==> config.mk <==
export PLATFORM = sky130hd
export DESIGN_NAME = pwm_tiny
export DESIGN_NICKNAME = d
export VERILOG_FILES = /design/src/hdl/riscboy_pkg.sv /design/src/hdl/pwm_tiny.sv
export SDC_FILE = /design/constraint.sdc
export NUM_CORES = 1
export LEC_CHECK = 0
export ABC_AREA = 1
export BUFFER_PORTS_ARGS = -buffer_cell sky130_fd_sc_hd__buf_2
export CELL_PAD_IN_SITES_DETAIL_PLACEMENT = 1
export CELL_PAD_IN_SITES_GLOBAL_PLACEMENT = 1
export CORE_ASPECT_RATIO = 1.2
export CORE_MARGIN = 2
export CORE_UTILIZATION = 25
export DETAILED_ROUTE_END_ITERATION = 6
export PLACE_DENSITY_LB_ADDON = 0.08
export SLEW_MARGIN = 10
export SYNTH_ARGS = -nofsm -noshare
export SYNTH_HDL_FRONTEND = slang
export SYNTH_SLANG_ARGS = --single-unit
==> constraint.sdc <==
create_clock -name clk_sys -period 1.19 [get_ports clk_sys]
set_input_delay 0.119 -clock clk_sys [delete_from_list [all_inputs] [get_ports clk_sys]]
set_output_delay 0.119 -clock clk_sys [all_outputs]
set_load 0.01 [all_outputs]
==> src/hdl/riscboy_pkg.sv <==
// ==========================================================================
// Bus widths and enums shared by every block. The address map decodes bits
// 15:12 only, so the 64 KiB byte space is the whole system view
// ==========================================================================

package riscboy_pkg;

localparam int W_ADDR = 16;
localparam int W_DATA = 32;
localparam int W_SEL  = 4;

// Decoder target for one access
typedef enum logic [2:0] {
	SLOT_MEM,
	SLOT_GPIO,
	SLOT_PWM,
	SLOT_LINE,
	SLOT_NONE
} slot_e;

// Fetch engine sequencing
typedef enum logic {
	FETCH_IDLE,
	FETCH_RUN
} fetch_state_e;

endpackage
==> src/hdl/pwm_tiny.sv <==
// ==========================================================================
// Backlight PWM with a 256-cycle period. One register at every offset
// ==========================================================================

module pwm_tiny import riscboy_pkg::*; (
	input  wire              clk_sys,
	input  wire              rst_n,
	input  wire              pwm_stb,
	input  wire              bus_we,
	input  wire [W_DATA-1:0] bus_dat_w,
	output wire [W_DATA-1:0] pwm_dat_r,
	output logic             pwm_ack,
	output logic             lcd_pwm
);

logic [7:0] ctr;
logic [7:0] level;
logic       en;

wire access = pwm_stb && !pwm_ack;

always_ff @(posedge clk_sys) begin
	if (!rst_n) begin
		pwm_ack <= 1'b0;
		ctr     <= 8'h0;
		level   <= 8'h0;
		en      <= 1'b0;
		lcd_pwm <= 1'b0;
	end else begin
		pwm_ack <= access;
		ctr     <= ctr + 8'h1;
		if (access && bus_we) begin
			level <= bus_dat_w[7:0];
			en    <= bus_dat_w[31];
		end
		// Duty is level/256, so a level of zero keeps the output low
		lcd_pwm <= en && ctr < level;
	end
end

// Bit 31 enable, bits 7:0 level
assign pwm_dat_r = {en, {(W_DATA - 9){1'b0}}, level};

endmodule

Word level (Yosys, flattened, before mapping)
Cells that the tools add are included.
{"block": "totals", "register_bits": 19, "input_bits": 36, "output_inout_bits": 34, "wordCells": 11}
{"block": "op_classes", "addsub": 1, "order_cmp": 1, "n_reduce_logical": 4}
{"operator": "adder 8 x 1 -> 8 bit, second input constant", "n": 1}
{"operator": "< comparator 8 bit", "n": 1}
{"operator": "logical AND 1 bit", "n": 3}
{"operator": "logical NOT 1 bit", "n": 1}

Logic depth before layout (Yosys ltp)
Gate-level depths: netlist of run 1.
{"block": "depth", "depth_word": 3, "depth_mapped": 9, "ltp_nobuf": 9}

Worst setup path before layout of run 1
No wires, ideal clock.
{"block": "synth_timing", "path_type": "reg-to-reg", "startpoint": "register level[7]", "endpoint": "register lcd_pwm", "setup_time_ns": 0.064, "t_arrival_ns": 1.101, "required_ns": 1.126, "setup_slack_ns": 0.024, "path_stages_with_launch": 7, "n_path_buf": 0, "synth_period_minus_slack_ns": 1.166, "path_cell_list": "dfxtp_1 -> inv_1 -> ha_1 -> a21oi_1 -> o21a_1 -> nand3_1 -> nor2_1"}
{"block": "synth_via", "elab_chain_len": 2}
{"item": "start, declared", "line": "pwm_tiny.sv:17", "source": "logic [7:0] level;"}
{"item": "start signal, assigned", "line": "pwm_tiny.sv:33", "source": "level <= bus_dat_w[7:0];"}
{"item": "< comparator 8 bit", "line": "pwm_tiny.sv:37", "source": "lcd_pwm <= en && ctr < level;"}
{"item": "logical AND 1 bit", "line": "pwm_tiny.sv:37"}
{"item": "end signal, assigned", "line": "pwm_tiny.sv:37"}
{"item": "end, declared", "line": "pwm_tiny.sv:13", "source": "output logic lcd_pwm"}
No other way between the ends.
A chain may end at the register's enable or synchronous reset.

Worst setup path in the final report of run 1
{"block": "layout_timing", "startpoint": "register level[5]", "endpoint": "register lcd_pwm"}
The elaborated chain is that of the path after synthesis.

==> impl_metrics.ini, run 1 <==
[outcome]
status = finished clean

[setup_path]
cp-start-kind = flop
slowest_delay_ns = 0.32
path_buf_inv = 1
crit_fanout = 2
crit_slowest_cell = dfxtp_2
critical-path-top-delay-family = flip-flops
path_class = reg2reg
required_ns = 1.38
worst_setup_path_end_kind = flop
crit_chain = inv_1 -> ha_4 -> a21oi_1 -> o21a_1 -> nand3_2 -> nor2_1
cp.arrival_ns = 1.34

[route]
drc = 0
first_iter_violations = 21
vias = 864
wl_per_cell_um = 10.8
routed_wl_mm = 2.34
firstDrtPassIters = 3
drtAntennaViolNets = 0
viasPerCell = 4.00

[layout]
fin_nets = 205
drive_gt1_share_pct = 31.3
diodes = 0
design_area_um2 = 1270
fillCellCount = 530
fin_util_pct = 30.3
area_growth_pct = 18.9

[place]
gp_congestion = 0.606
place_area_um2 = 1150
dpl.hpwl_mm = 1.86
portBuffers = 23

[timing]
fmax_mhz = 873
finalSetupTns_ns = 0
layout_min_cycle_time_ns = 1.15
rsz0062_at_grt = true
fin_crit_sh_pct = 96.3
report.final.slew_viol_count = 0
finClkSkew_ns = 0.00165
setup_viol = 0
hold_viol_final = 0

[clock_tree]
clock_sinks = 19
cts_root_buf = clkbuf_8
tritoncts = done
clock_latency_ns = 0.25
cts_setup_buffers = 0
h-tree-depth = 1
cts.path.max_buffers = 2
cts_buffers = 3
clk_pin_slew_ns = 0.07

[grt]
grt_pass1_vias = 801
grt_max_degree = 17
grt_pass1_wl_mm = 3.48
grt_overflow = 0
grt_antenna_before_repair = 0
grtUsageTotal_pct = 9.58

[yosys]
synth_cells = 135
netlist-cell-type-count = 21
yosysWarnings = 0
yosysTopAreaCellShare_pct = 35.6
syn-cell-area_um2 = 1070
syn_area_per_cell_um2 = 7.92
synth_seq_area_share_pct = 35.6
yosysTopAreaCell = dfxtp_1
synth_area_leaders = dfxtp_1, buf_4, ha_1, a21oi_1, nand2_1
ys_seq_elements = 19

[power_and_ir_drop]
power.density_nw_per_um2 = 1080
ir_drop_v = 0.000308
p_leak_nw = 0.577

[floorplanning]
coreArea_um2 = 4200
dieHeight_um = 75.6
top_level_ports = 70
die_w_um = 63.7
initial_utilization_pct = 25.5
rows = 26
dieArea_um2 = 4820

[job]
cap_violations = 0

[min_path]
holdCritPathClass = in2reg
sequential cells by signal (all words and copies together) (netlist names):
register and count:
pwm_ack 1, lcd_pwm 1, ctr 8, level 8
en 1
Yosys cell counts:
cell type / n
buf_2: 1
nand2_2: 2
nor2_4: 2
nor3_1: 2
buf_6: 1
nand2_1: 18
nand3b_1: 1
a21oi_1: 16
nor2_1: 4
inv_1: 17
dfxtp_1: 19
nand4_1: 2
nand3_1: 3
conb_1: 1
o21ai_0: 9
o21ai_1: 2
nor3_2: 1
ha_1: 8
o21a_1: 1
buf_4: 24
a21oi_2: 1
worst reg2reg max path: cells and delay by family, from the launching register on:
family / cells / cell delay [ns]
AO/OA/AOI/OAI: 2 / 0.28
adder cells (fa/ha/maj): 1 / 0.22
buffers and inverters: 1 / 0.11
flip-flops: 1 / 0.32
AND/OR/NAND/NOR: 2 / 0.15
per-stage QoR:
stage	hold slack [ns]	power, mW	setup WS, ns	cells
2_1_floorplan	0.257	0.902	0.0244	157
3_3_place_gp	0.388	0.907	0.000228	212
3_5_place_dp	0.407	0.915	-0.0267	212
4_1_cts	0.132	1.39	0.00691	216
5_1_grt	0.135	1.47	-0.0278	216
6_report	0.141	1.38	0.0443	216
repair_timing:
action,CTS,global route
setup endpoints to repair,1,2
hold buffers,0,0
resized for setup,4,14
gates cloned,0,0
pin swaps,3,4
layout by cell type, fill, tap and decap left out, types with 2 or more instances in the layout:
cell       n
a21oi_2    2
nor3_1     2
nor2_4     2
ha_1       4
buf_4      2
conb_1    23
nand4_1    2
nor2_1     4
inv_2      3
nand2_2    2
dfxtp_2    6
o21ai_1    3
o21ai_0    8
a21oi_1   15
ha_4       4
dfxtp_1   12
buf_2     23
clkbuf_8   3
nand2_1   18
inv_1     14
nand3_1    2
power by group:
group / total, mW / switching (mW) / internal [mW]
sequential: 0.692 / 0.0227 / 0.669
clock: 0.459 / 0.221 / 0.238
combinational: 0.227 / 0.145 / 0.0825
final cells by class:
cell class | instances | area [um^2] | area share (%)
clock buffer | 4 | 45.0 | 3.55
multi-input combinational | 95 | 569 | 44.8
tap | 56 | 70.1 | 5.52
inverter | 17 | 63.8 | 5.02
timing repair buffer | 25 | 130 | 10.2
sequential | 19 | 392 | 30.8
final timing paths:
check | from | to | slack, ns | cells past startpoint
setup / recovery | level[5]$_SDFFE_PN0P_ | lcd_pwm$_SDFF_PN0_ | 0.04 | 6
hold / removal | bus_dat_w[31] | en$_SDFFE_PN0P_ | 0.14 | 3
setup reg to reg | level[5]$_SDFFE_PN0P_ | lcd_pwm$_SDFF_PN0_ | 0.04 | 6
hold reg to reg | ctr[0]$_SDFF_PN0_ | ctr[0]$_SDFF_PN0_ | 0.42 | 1
kinds of logic after synthesis:
kind of cell / synth area share, %
AOI/OAI and AO/OA: 14.2
adders and majority gates: 9.37
buffers and inverters: 24.4
DFF: 35.6
other: 0.351
and+or+nand+nor: 16.2
metal layers:
| layer | up-vias | GRT usage (%) | share of wire, % | wire length [um] |
|---|---|---|---|---|
| li1 | 438 | - | - | - |
| met1 | 403 | 9.45 | 40 | 937 |
| met2 | 21 | 18.7 | 55 | 1280 |
| met3 | 2 | 1.03 | 3.4 | 80 |
| met4 | 0 | 7.25 | 1.7 | 40 |
| met5 | - | 0 | 0 | 0 |
(Power assumes the default switching activity.)
==> run 2: changes to the inputs <==
--- a/config.mk
+++ b/config.mk
@@ -7,9 +7,10 @@
 export LEC_CHECK = 0
 export ABC_AREA = 1
 export BUFFER_PORTS_ARGS = -buffer_cell sky130_fd_sc_hd__buf_2
+export CAP_MARGIN = 20
 export CELL_PAD_IN_SITES_DETAIL_PLACEMENT = 1
 export CELL_PAD_IN_SITES_GLOBAL_PLACEMENT = 1
-export CORE_ASPECT_RATIO = 1.2
+export CORE_ASPECT_RATIO = 2
 export CORE_MARGIN = 2
 export CORE_UTILIZATION = 25
 export DETAILED_ROUTE_END_ITERATION = 6
==> impl_metrics.ini, run 2 (synthesis results as in run 1) <==
[layout]
fillCellCount = 515
multi_input_area_um2 = 563
reg_top3 = ctr x8, level x8
fin_util_pct = 31.3
final_cell_mix = conb_1, buf_2, nand2_1, inv_1, a21oi_1
seqCellArea_um2 = 389
diodes = 0
area_growth_pct = 19.7
final_cells = 215
drive_gt1_share_pct = 31.3
design_area_um2 = 1280
fin_nets = 208

[timing]
finalSetupTns_ns = 0
setup_viol = 0
layout_min_cycle_time_ns = 1.14
rsz0062_at_grt = true
fmax_mhz = 875
report.final.slew_viol_count = 0
fin_crit_sh_pct = 96.0
finClkSkew_ns = 0.00333
hold_viol_final = 0
fin_ws_ns = 0.0473

[outcome]
status = finished clean

[floorplanning]
rows = 33
top_level_ports = 70
coreArea_um2 = 4090
dieHeight_um = 96.5
dieArea_um2 = 4840
initial_utilization_pct = 26.1
die_w_um = 50.2

[clock_tree]
h-tree-depth = 1
tritoncts = done
cts_root_buf = clkbuf_8
cts_buffers = 3
cts_hold_buf = 0
clock_latency_ns = 0.25
clk_pin_slew_ns = 0.07
clock_sinks = 19
cts.path.max_buffers = 2

[route]
wl_per_cell_um = 11.3
drc = 0
firstDrtPassIters = 2
drtAntennaViolNets = 0
vias = 901
routed_wl_mm = 2.43
viasPerCell = 4.19
first_iter_violations = 2

[setup_path]
r2r_slack_ns = 0.05
worst_setup_path_end_kind = flop
cp.arrival_ns = 1.28
required_ns = 1.32
cp-start-kind = flop
path_class = reg2reg
crit_fanout = 2

[min_path]
holdCritPathClass = in2reg

[grt]
grtUsageTotal_pct = 10.6
grt_max_degree = 17
grt_overflow = 0
grt_pass1_vias = 879
grt_pass1_wl_mm = 3.90
grt_antenna_before_repair = 0

[place]
portBuffers = 23
place_area_um2 = 1160
pre_cts_ws_ns = -0.0140
dpl.hpwl_mm = 1.99
post-place-cells = 209
gp_congestion = 0.675

[power_and_ir_drop]
ir_drop_v = 0.000398
power.density_nw_per_um2 = 1070
p_leak_nw = 0.600

[job]
cap_violations = 0
[run 2: worst max-delay path, cell delays in order, from the launching register on]
cell and delay, ns:
dfxtp_2 0.32, inv_1 0.06, ha_1 0.29, nand2_2 0.05, o21a_1 0.19, nand3_1 0.08
nor2_1 0.04
[run 2: final cells by class]
| class | count | area share, % |
|---|---|---|
| clock buffer | 4 | 3.52 |
| tap | 52 | 5.09 |
| sequential | 19 | 30.4 |
| multi-input combinational | 95 | 44.0 |
| timing repair buffer | 28 | 11.9 |
| inverter | 17 | 4.99 |
[run 2: per-layer routing]
metal | global-route usage, % | up-vias | wire length, um
li1 | - | 444 | -
met1 | 9.97 | 429 | 821
met2 | 21.7 | 26 | 1460
met3 | 1.69 | 2 | 121
met4 | 4.17 | 0 | 25
met5 | 0 | - | 0
[run 2: where the power goes]
part	switching (mW)	leakage, nW	internal, mW
logic	0.146	0.419	0.0815
registers	0.0198	0.158	0.670
clock network	0.212	0.0228	0.238
total	0.377	0.600	0.989
[run 2: final timing paths]
path | depth (start not counted) | endpoint | startpoint
max | 6 | lcd_pwm$_SDFF_PN0_ | level[6]$_SDFFE_PN0P_
min | 3 | level[0]$_SDFFE_PN0P_ | bus_dat_w[0]
max reg2reg | 6 | lcd_pwm$_SDFF_PN0_ | level[6]$_SDFFE_PN0P_
min reg2reg | 1 | ctr[0]$_SDFF_PN0_ | ctr[0]$_SDFF_PN0_
[run 2: timing repair]
item	CTS	global route
buffers inserted	0	2
gates cloned	0	0
pin swaps	2	3
gates resized for setup	4	15
endpoints found under the hold margin	0	0
setup endpoints to repair	1	7
[run 2: metrics by stage]
| step | hold WS [ns] | total power [mW] |
|---|---|---|
| floorplan | 0.257 | 0.902 |
| global placement | 0.382 | 0.909 |
| detailed placement | 0.402 | 0.917 |
| CTS | 0.124 | 1.39 |
| global route | 0.147 | 1.46 |
| finish | 0.133 | 1.37 |
==> run 3: changes to the inputs <==
--- a/config.mk
+++ b/config.mk
@@ -15,6 +15,7 @@
 export CORE_UTILIZATION = 25
 export DETAILED_ROUTE_END_ITERATION = 6
 export PLACE_DENSITY_LB_ADDON = 0.08
+export RECOVER_POWER = 100
 export SLEW_MARGIN = 10
 export SYNTH_ARGS = -nofsm -noshare
 export SYNTH_HDL_FRONTEND = slang
==> impl_metrics.ini, run 3 (synthesis results as in run 1) <==
[outcome]
status = finished clean

[grt]
grt_overflow = 0
grt_max_degree = 17
grt_pass1_wl_mm = 3.90
grt_antenna_before_repair = 0
grt_pass1_vias = 879
grtUsageTotal_pct = 10.6

[power_and_ir_drop]
ir_drop_v = 0.000398
power.density_nw_per_um2 = 1070
p_leak_nw = 0.595

[clock_tree]
clock_sinks = 19
cts_root_buf = clkbuf_8
clock_latency_ns = 0.25
cts_buffers = 3
clk_pin_slew_ns = 0.07
cts.path.max_buffers = 2
h-tree-depth = 1
tritoncts = done

[layout]
fin_nets = 208
layout_commonest_cell = conb_1
diodes = 0
area_growth_pct = 19.6
reg_top3 = ctr x8, level x8
drive_gt1_share_pct = 30.7
seqCellArea_um2 = 389
fillCellCount = 516
final_cell_mix = conb_1, buf_2, nand2_1, inv_1, a21oi_1
multi_input_area_um2 = 563
final_cells = 215

[floorplanning]
rows = 33
die_w_um = 50.2
top_level_ports = 70
dieHeight_um = 96.5
initial_utilization_pct = 26.1
coreArea_um2 = 4090
dieArea_um2 = 4840

[route]
vias = 901
routed_wl_mm = 2.43
drtAntennaViolNets = 0
drc = 0
firstDrtPassIters = 2
first_iter_violations = 2
viasPerCell = 4.19
wl_per_cell_um = 11.3

[min_path]
holdCritPathClass = in2reg

[timing]
fin_ws_ns = 0.0472
hold_ws_ns = 0.134
rsz0062_at_grt = true
layout_min_cycle_time_ns = 1.14
hold_viol_final = 0
report.final.slew_viol_count = 0
finClkSkew_ns = 0.00332
setup_viol = 0
fin_crit_sh_pct = 96.0
fmax_mhz = 875
finalSetupTns_ns = 0

[place]
gp_congestion = 0.675
pre_cts_ws_ns = -0.0140
dpl.hpwl_mm = 1.99
post-place-cells = 209
portBuffers = 23

[job]
cap_violations = 0

[setup_path]
crit_fanout = 2
crit_path_start = level[6]$_SDFFE_PN0P_
cp.arrival_ns = 1.28
r2r_slack_ns = 0.05
crit_chain = inv_1 -> ha_1 -> nand2_2 -> o21a_1 -> nand3_1 -> nor2_1
slowest_delay_ns = 0.32
timing.rr.end = lcd_pwm$_SDFF_PN0_
cp-start-kind = flop
path_class = reg2reg
worst_setup_path_end_kind = flop
crit_slowest_cell = dfxtp_2
required_ns = 1.32
crit_end = lcd_pwm$_SDFF_PN0_
reg2reg_from = level[6]$_SDFFE_PN0P_
r2r_cells = 6
[run 3: power by group]
part	internal (mW)	leakage [nW]	total (mW)	switching [mW]
combinational	0.0813	0.415	0.227	0.146
clock	0.238	0.0228	0.449	0.211
sequential	0.670	0.158	0.690	0.0198
total	0.989	0.595	1.37	0.377
[run 3: per-layer routing]
metal  track usage [%]  wire (um)  vias up
li1                  -          -      444
met1              9.97        815      429
met2              21.7       1460       26
met3              1.69        129        2
met4              4.17         25        0
met5                 0          0        -
[run 3: worst min path at each step]
| stage | startpoint | to | slack, ns | cells past startpoint |
|---|---|---|---|---|
| after global placement | bus_dat_w[6] | level[6]$_SDFFE_PN0P_ | 0.38 | 3 |
| after floorplan | rst_n | level[7]$_SDFFE_PN0P_ | 0.26 | 2 |
| after detailed placement | bus_dat_w[0] | level[0]$_SDFFE_PN0P_ | 0.40 | 3 |
| final | bus_dat_w[0] | level[0]$_SDFFE_PN0P_ | 0.13 | 3 |
| after global routing | bus_dat_w[31] | en$_SDFFE_PN0P_ | 0.15 | 3 |
| after CTS | bus_dat_w[0] | level[0]$_SDFFE_PN0P_ | 0.12 | 3 |
[run 3: per-stage QoR]
stage | power, mW | util [%] | instance area, um^2
6_report | 1.37 | 31.3 | 1280
5_1_grt | 1.46 | 31.3 | 1280
4_1_cts | 1.39 | 29.9 | 1220
3_5_place_dp | 0.917 | 28.3 | 1160
3_3_place_gp | 0.909 | 28.3 | 1160
2_1_floorplan | 0.902 | - | 1150
[run 3: timing repair]
| action | in CTS | in global routing |
|---|---|---|
| resized for setup | 4 | 15 |
| hold endpoints to repair | 0 | 0 |
| pin swaps | 2 | 3 |
| setup endpoints to repair | 1 | 7 |
| buffers inserted | 0 | 2 |
| hold buffers | 0 | 0 |
[run 3: layout make-up]
| type | instances | area share [%] |
|---|---|---|
| timing repair buffer | 28 | 11.9 |
| inverter | 17 | 5.00 |
| multi-input combinational | 95 | 44.1 |
| sequential | 19 | 30.5 |
| tap | 52 | 5.09 |
| clock buffer | 4 | 3.53 |
[run 3: critical path, delay by kind of cell, from the launching register on]
family          cells  cell delay [ns]
flops               1             0.32
fa+ha+maj           1             0.29
compound gates      1             0.19
simple gates        3             0.17
buf+inv             1             0.06
